File: src/source/ml_ctrl_pkg.sv
package ml_ctrl_pkg;

	// bit positions in the configuration word.
	// column sums start from zero instead of res_cas_in.
	localparam int CFG_RES_ZERO = 0;
	// bottom row loads from b_cas_in instead of b.
	localparam int CFG_B_CAS = 1;
	// PE(i,j) enable sits at CFG_PE_BASE + i*PE_W + j.
	localparam int CFG_PE_BASE = 2;

	// serial config loader states.
	typedef enum logic {
		IDLE,
		SHIFT
	} loader_state_t;

endpackage

File: src/source/ml_data_pkg.sv
package ml_data_pkg;

	// signed activation, one per grid row.
	typedef logic signed [7:0] act_t;

	// signed stationary weight, one per grid column.
	typedef logic signed [7:0] weight_t;

	// column partial sum. products and sums wrap at this width.
	typedef logic signed [31:0] acc_t;

endpackage
File: src/source/array_feed_if.sv
interface array_feed_if import ml_data_pkg::*; #(
	parameter int PE_W = 3,
	parameter int PE_H = 4
) ();
	// row i lags row 0 by i steps.
	act_t [PE_H-1:0] a;
	logic a_en;
	weight_t [PE_W-1:0] b;
	logic b_en;

	modport source (
		output a,
		output a_en,
		output b,
		output b_en
	);

	modport sink (
		input a,
		input a_en,
		input b,
		input b_en
	);
endinterface

File: src/source/ml_engine_top.sv
module ml_engine_top import ml_data_pkg::*; #(
	parameter int PE_W = 3,
	parameter int PE_H = 4,
	localparam int CFG_W = 2 + PE_W * PE_H
) (
	input logic clk,
	input logic rst_n,
	input logic cfg_load,
	input logic [CFG_W-1:0] cfg_word,
	output logic cfg_busy,
	input logic a_en,
	input act_t [PE_H-1:0] a,
	input logic b_en,
	input weight_t [PE_W-1:0] b,
	input weight_t [PE_W-1:0] b_cas_in,
	output weight_t [PE_W-1:0] b_cas_out,
	input acc_t [PE_W-1:0] res_cas_in,
	output acc_t [PE_W-1:0] res_out,
	output logic res_valid
);
	logic config_en;
	logic config_bit;
	acc_t [PE_W-1:0] col_sums;

	array_feed_if #(.PE_W(PE_W), .PE_H(PE_H)) feed_bus ();

	config_loader #(.PE_W(PE_W), .PE_H(PE_H)) i_config_loader (
		.clk(clk),
		.rst_n(rst_n),
		.cfg_load(cfg_load),
		.cfg_word(cfg_word),
		.cfg_busy(cfg_busy),
		.config_en(config_en),
		.config_bit(config_bit)
	);

	array_feed #(.PE_W(PE_W), .PE_H(PE_H)) i_array_feed (
		.clk(clk),
		.rst_n(rst_n),
		.a_en(a_en),
		.a(a),
		.b_en(b_en),
		.b(b),
		.feed(feed_bus.source)
	);

	// chain tail unused, single block.
	ml_block #(.PE_W(PE_W), .PE_H(PE_H)) i_ml_block (
		.clk(clk),
		.rst_n(rst_n),
		.feed(feed_bus.sink),
		.b_cas_in(b_cas_in),
		.b_cas_out(b_cas_out),
		.res_cas_in(res_cas_in),
		.res_out(col_sums),
		.config_en(config_en),
		.config_in(config_bit),
		.config_out()
	);

	result_align #(.PE_W(PE_W), .PE_H(PE_H)) i_result_align (
		.clk(clk),
		.rst_n(rst_n),
		.a_en(a_en),
		.sums(col_sums),
		.res_out(res_out),
		.res_valid(res_valid)
	);
endmodule

File: src/source/config_loader.sv
module config_loader import ml_ctrl_pkg::*; #(
	parameter int PE_W = 3,
	parameter int PE_H = 4,
	localparam int CFG_W = 2 + PE_W * PE_H
) (
	input logic clk,
	input logic rst_n,
	input logic cfg_load,
	input logic [CFG_W-1:0] cfg_word,
	output logic cfg_busy,
	output logic config_en,
	output logic config_bit
);
	localparam int CNT_W = $clog2(CFG_W);

	loader_state_t state;
	logic [CNT_W-1:0] cnt;
	logic [CFG_W-1:0] shreg;

	always_ff @(posedge clk) begin
		if (!rst_n) begin
			state <= IDLE;
			cnt <= '0;
		end else begin
			case (state)
				IDLE: begin
					if (cfg_load) begin
						state <= SHIFT;
						cnt <= '0;
					end
				end
				SHIFT: begin
					cnt <= cnt + 1'b1;
					if (cnt == CNT_W'(CFG_W - 1)) begin
						state <= IDLE;
					end
				end
				default: state <= IDLE;
			endcase
		end
	end

	// top bit leaves first, so bit k ends in stage k.
	always_ff @(posedge clk) begin
		if (state == IDLE && cfg_load) begin
			shreg <= cfg_word;
		end else if (state == SHIFT) begin
			shreg <= shreg << 1;
		end
	end

	assign cfg_busy = (state == SHIFT);
	assign config_en = (state == SHIFT);
	assign config_bit = shreg[CFG_W-1];
endmodule

File: src/source/result_align.sv
module result_align import ml_data_pkg::*; #(
	parameter int PE_W = 3,
	parameter int PE_H = 4
) (
	input logic clk,
	input logic rst_n,
	input logic a_en,
	input acc_t [PE_W-1:0] sums,
	output acc_t [PE_W-1:0] res_out,
	output logic res_valid
);
	localparam int LAT = PE_H + PE_W - 1;
	localparam int CNT_W = $clog2(LAT + 1);

	logic [CNT_W-1:0] steps;

	for (genvar j = 0; j < PE_W; j++) begin : g_col
		// last stage is the output register.
		acc_t dly [PE_W-j];

		always_ff @(posedge clk) begin
			if (a_en) begin
				dly[0] <= sums[j];
				for (int k = 1; k < PE_W - j; k++) begin
					dly[k] <= dly[k-1];
				end
			end
		end

		assign res_out[j] = dly[PE_W-j-1];
	end

	// first result lands on the step after LAT steps.
	always_ff @(posedge clk) begin
		if (!rst_n) begin
			steps <= '0;
			res_valid <= 1'b0;
		end else if (a_en) begin
			if (steps == CNT_W'(LAT)) begin
				res_valid <= 1'b1;
			end else begin
				steps <= steps + 1'b1;
			end
		end
	end
endmodule

File: src/source/array_feed.sv
module array_feed import ml_data_pkg::*; #(
	parameter int PE_W = 3,
	parameter int PE_H = 4
) (
	input logic clk,
	input logic rst_n,
	input logic a_en,
	input act_t [PE_H-1:0] a,
	input logic b_en,
	input weight_t [PE_W-1:0] b,
	array_feed_if.source feed
);
	for (genvar i = 0; i < PE_H; i++) begin : g_row
		if (i == 0) begin : g_direct
			assign feed.a[i] = a[i];
		end else begin : g_delay
			// i stages, so row i meets the sum of row i-1.
			act_t dly [i];

			always_ff @(posedge clk) begin
				if (!rst_n) begin
					for (int k = 0; k < i; k++) begin
						dly[k] <= '0;
					end
				end else if (a_en) begin
					dly[0] <= a[i];
					for (int k = 1; k < i; k++) begin
						dly[k] <= dly[k-1];
					end
				end
			end

			assign feed.a[i] = dly[i-1];
		end
	end

	assign feed.a_en = a_en;
	assign feed.b = b;
	assign feed.b_en = b_en;
endmodule

File: src/source/ml_block.sv
module ml_block import ml_data_pkg::*, ml_ctrl_pkg::*; #(
	parameter int PE_W = 3,
	parameter int PE_H = 4
) (
	input logic clk,
	input logic rst_n,
	array_feed_if.sink feed,
	input weight_t [PE_W-1:0] b_cas_in,
	output weight_t [PE_W-1:0] b_cas_out,
	input acc_t [PE_W-1:0] res_cas_in,
	output acc_t [PE_W-1:0] res_out,
	input logic config_en,
	input logic config_in,
	output logic config_out
);
	localparam int CFG_W = CFG_PE_BASE + PE_W * PE_H;

	logic [CFG_B_CAS:CFG_RES_ZERO] blk_cfg;
	logic chain [CFG_PE_BASE:CFG_W];

	// activations move right, weights up, sums down.
	act_t a_w [PE_H][PE_W+1];
	weight_t b_w [PE_H+1][PE_W];
	acc_t s_w [PE_H+1][PE_W];

	// block bits are the first two chain stages.
	always_ff @(posedge clk) begin
		if (config_en) begin
			blk_cfg[CFG_RES_ZERO] <= config_in;
			blk_cfg[CFG_B_CAS] <= blk_cfg[CFG_RES_ZERO];
		end
	end

	assign chain[CFG_PE_BASE] = blk_cfg[CFG_B_CAS];
	assign config_out = chain[CFG_W];

	for (genvar j = 0; j < PE_W; j++) begin : g_col
		// bottom row weight source.
		assign b_w[PE_H][j] = blk_cfg[CFG_B_CAS] ? b_cas_in[j] : feed.b[j];
		// column seed at the top row.
		assign s_w[0][j] = blk_cfg[CFG_RES_ZERO] ? '0 : res_cas_in[j];
		assign b_cas_out[j] = b_w[0][j];
		assign res_out[j] = s_w[PE_H][j];
	end

	for (genvar i = 0; i < PE_H; i++) begin : g_row
		assign a_w[i][0] = feed.a[i];

		for (genvar j = 0; j < PE_W; j++) begin : g_pe
			ml_pe i_pe (
				.clk(clk),
				.rst_n(rst_n),
				.a_en(feed.a_en),
				.a(a_w[i][j]),
				.a_out(a_w[i][j+1]),
				.b_en(feed.b_en),
				.b(b_w[i+1][j]),
				.b_out(b_w[i][j]),
				.res_in(s_w[i][j]),
				.res_out(s_w[i+1][j]),
				.config_en(config_en),
				.config_in(chain[CFG_PE_BASE + i * PE_W + j]),
				.config_out(chain[CFG_PE_BASE + i * PE_W + j + 1])
			);
		end
	end
endmodule

File: src/source/ml_pe.sv
module ml_pe import ml_data_pkg::*; (
	input logic clk,
	input logic rst_n,
	input logic a_en,
	input act_t a,
	output act_t a_out,
	input logic b_en,
	input weight_t b,
	output weight_t b_out,
	input acc_t res_in,
	output acc_t res_out,
	input logic config_en,
	input logic config_in,
	output logic config_out
);
	weight_t w;
	logic pe_on;
	acc_t prod;

	// pruned weight adds zero.
	assign prod = pe_on ? acc_t'(a) * acc_t'(w) : '0;

	always_ff @(posedge clk) begin
		if (!rst_n) begin
			a_out <= '0;
			res_out <= '0;
		end else if (a_en) begin
			a_out <= a;
			res_out <= res_in + prod;
		end
	end

	// weight moves up one row per load strobe.
	always_ff @(posedge clk) begin
		if (b_en) begin
			w <= b;
		end
	end

	always_ff @(posedge clk) begin
		if (config_en) begin
			pe_on <= config_in;
		end
	end

	assign b_out = w;
	assign config_out = pe_on;
endmodule

File: config.mk
export PLATFORM = sky130hd
export DESIGN_NAME = ml_engine_top
export DESIGN_NICKNAME = d
export VERILOG_FILES = /design/src/source/ml_ctrl_pkg.sv /design/src/source/ml_data_pkg.sv /design/src/source/array_feed_if.sv /design/src/source/ml_engine_top.sv /design/src/source/config_loader.sv /design/src/source/result_align.sv /design/src/source/array_feed.sv /design/src/source/ml_block.sv /design/src/source/ml_pe.sv
export SDC_FILE = /design/constraint.sdc
export NUM_CORES = 2
export LEC_CHECK = 0
export BUFFER_PORTS_ARGS = -buffer_cell sky130_fd_sc_hd__buf_4
export CAP_MARGIN = 20
export CORE_ASPECT_RATIO = 1.25
export CORE_MARGIN = 2
export CORE_UTILIZATION = 40
export DETAILED_ROUTE_END_ITERATION = 7
export SLEW_MARGIN = 20
export SYNTH_ARGS = -nofsm -noshare
export SYNTH_HDL_FRONTEND = slang
export SYNTH_SLANG_ARGS = --single-unit
File: constraint.sdc
create_clock -name clk -period 9.2 [get_ports clk]
set_clock_uncertainty 0.15 [all_clocks]
set_input_delay 0.92 -clock clk [delete_from_list [all_inputs] [get_ports clk]]
set_output_delay 0.92 -clock clk [all_outputs]
set_load 0.01 [all_outputs]
==> results.json <==
{
  "routed_via_density": 5.16,
  "finalHoldWorstSlack_ns": 0.248,
  "grt_use_total": 0.213,
  "finalSetupViolCount": 0,
  "nFillCells": 18373,
  "drt-pass1-iter-count": 5,
  "area_growth_pct": 10.1,
  "critPathLaunch": "i_ml_block.g_row[1].g_pe[2].i_pe.b_out[0]",
  "busiest_layer": "met2",
  "met2_usage": 0.352,
  "status": "completed",
  "r2r_cells": 32,
  "crit_slowest_cell": "fa_1",
  "ys_seq_area_frac": 0.262,
  "p_per_area_nw_per_um2": 218,
  "synth_area_um2": 76500,
  "io_pins": 317,
  "grt_setup_unrepaired": "no",
  "globalRoute.totalOverflow": 0,
  "dp_cells": 10795,
  "wl_um": 206000,
  "drtAntennaViolNets": 0,
  "die_h_um": 493,
  "synthArstFlopShare": 0,
  "cts.path.max_buffers": 3,
  "place_congestion": 0.899,
  "tritoncts": "yes",
  "root_buffer": "clkbuf_16",
  "hold_class": "reg -> reg",
  "cts_hold_buf": 0,
  "ys_types": 84,
  "core_um2": 190000,
  "insertion_delay_ns": 0.76,
  "synth_edf_count": 364,
  "slew_headroom": 0.361,
  "hold_viol": 0,
  "chipWidth_um": 395,
  "maxCapViolCount": 0,
  "dp_hpwl_um": 161000,
  "critPathRequiredTime_ns": 9.68,
  "synth.largest_area_cell": "fa_1",
  "cts.sinks": 821,
  "critical_path_class": "reg -> reg",
  "ys.warnings.count": 0,
  "post_cts_buffers": 0,
  "hold_depth": 0,
  "netlist_instances": 8192,
  "global_route.usage.met3": 0.0195,
  "crit_fanout": 16,
  "fin_tns_setup_ns": 0,
  "synth.area.top_cells": "fa_1 (18%), edfxtp_1 (14%), dfxtp_1 (12%)",
  "ir_drop_mv": 0.160,
  "hold_start": "i_result_align.g_col[1].dly[0][6]",
  "finalCritPeriodShare": 0.922,
  "routedWlPerCell_um": 18.7,
  "synth-seq-cells": 821,
  "synth_top_area_frac": 0.176,
  "tightestPinTransition_ns": 0.959,
  "r2r_start": "i_ml_block.g_row[1].g_pe[2].i_pe.b_out[0]",
  "grt_max_degree": 159,
  "die-area_um2": 195000,
  "fin_cells": 10969,
  "fmax_mhz": 118,
  "startpoint_type": "flop",
  "drive_above_1_share": 0.0715,
  "period_needed_ns": 8.48,
  "cts_resized": 0,
  "rows": 179,
  "start_util": 0.402,
  "critical_path_arrival_ns": 8.97,
  "power_leakage_nw": 39.9,
  "grt_antenna_before_repair": 4,
  "slew_viol_final": 0,
  "cp_slowest_stage_delay_ns": 0.54,
  "nets": 9946,
  "met1_usage": 0.295,
  "synth_top_flop_cell": "dfxtp_1",
  "h-tree-depth": 3,
  "grt_pass1_vias": 58752,
  "port_buffers": 316,
  "drc": 0,
  "syn_nets": 9783,
  "vias": 56629,
  "endpoint_kind": "flop",
  "grt_pass1_wl_um": 328000,
  "initialDrtViolationCount": 3564,
  "cts.clk_slew.worst_paths_ns": 0.07,
  "numCtsBuffers": 92,
  "syn-mean-instance-area_um2": 9.34
}
==> critical path, delay by kind of cell (launching register included) <==
family	cells	cell delay [ns]
AO/OA/AOI/OAI	13	3.15
adder cells (fa/ha/maj)	6	2.58
AND/OR/NAND/NOR	7	1.39
flip-flops	1	0.51
buffers and inverters	5	0.41
XOR/XNOR	1	0.19
==> cell families after synthesis <==
kind of cell,share of synthesized area
mux,0.0338
buf+inv,0.0747
fa+ha+maj,0.294
compound gates,0.118
xor+xnor,0.0575
simple gates,0.159
flops,0.262
==> stage by stage <==
step           setup slack (ns)  cell area (µm²)   util  power, mW
6_report                  0.716            84200  0.443       18.3
4_1_cts                   0.741            84200  0.443       18.5
3_5_place_dp              0.770            81000  0.426       14.4
2_1_floorplan              1.39            76500      -       11.9
5_1_grt                   0.186            84200  0.443       19.8
3_3_place_gp              0.783            81000  0.426       14.3
==> layout by cell type (no fill, tap or decap), types with 137 or more instances in the layout <==
| master | n |
|---|---|
| a21o_1 | 195 |
| a21oi_1 | 429 |
| and2_1 | 663 |
| buf_4 | 354 |
| dfxtp_1 | 456 |
| edfxtp_1 | 364 |
| fa_1 | 672 |
| ha_1 | 724 |
| inv_1 | 1142 |
| mux2i_1 | 203 |
| nand2_1 | 534 |
| nor2_1 | 458 |
| nor2b_1 | 248 |
| o21ai_0 | 326 |
| xnor2_1 | 365 |
| xor2_1 | 137 |
==> metal layers <==
| layer | part of all wire | routed length, µm |
|---|---|---|
| met4 | 0.027 | 5510 |
| met2 | 0.46 | 94900 |
| met3 | 0.041 | 8450 |
| met1 | 0.47 | 96800 |
| met5 | 0 | 0 |
==> cells in the mapped netlist (all sizes together), types with 94 or more instances <==
master     n
a21o     195
a21oi    429
and2     663
and3      94
buf      113
clkbuf   177
dfxtp    457
edfxtp   364
fa       672
ha       724
inv     1145
mux2i    203
nand2    535
nor2     460
nor2b    249
o21ai    330
xnor2    365
xor2     137
==> registers in the layout, summed over array words and instances, names as in the netlist <==
name and flops:
i_ml_block.g_row.g_pe.i_pe.res_out 384, i_config_loader.cfg_busy 1, i_config_loader.shreg 14, i_array_feed.g_row.g_delay.dly 48, i_ml_block.blk_cfg 2, i_ml_block.g_row.g_pe.i_pe.a_out 64, i_result_align.steps 3, i_config_loader.cnt 4
i_ml_block.g_row.g_pe.i_pe.config_out 12, i_result_align.res_valid 1, i_ml_block.g_row.g_pe.i_pe.b_out 96, i_result_align.g_col.dly 192
==> area by class of cell <==
| type | count | area (µm²) | area share |
|---|---|---|---|
| antenna | 2 | 5.00 | 0.0000594 |
| clock buffer | 110 | 2450 | 0.0291 |
| clock inverter | 62 | 727 | 0.00863 |
| inverter | 1145 | 4310 | 0.0511 |
| multi-input combinational | 5936 | 50700 | 0.602 |
| sequential | 821 | 20100 | 0.238 |
| tap | 2534 | 3170 | 0.0376 |
| timing repair buffer | 359 | 2740 | 0.0326 |
==> power by group <==
part / internal, mW / leakage, nW / switching, mW / total [mW]
registers: 4.48 / 7.43 / 0.599 / 5.08
clock network: 2.20 / 1.52 / 1.73 / 3.93
logic: 3.97 / 31.0 / 5.36 / 9.33
total: 10.6 / 39.9 / 7.68 / 18.3
==> path summary, 6_finish.rpt <==
| kind | slack (ns) | endpoint |
|---|---|---|
| worst max-delay path | 0.72 | i_ml_block.g_row[1].g_pe[2].i_pe.res_out[25] |
| worst max register to register | 0.72 | i_ml_block.g_row[1].g_pe[2].i_pe.res_out[25] |
| worst min register to register | 0.25 | i_result_align.g_col[1].dly[0][38] |
| worst min-delay path | 0.25 | i_result_align.g_col[1].dly[0][38] |
(Power assumes the default switching activity.)
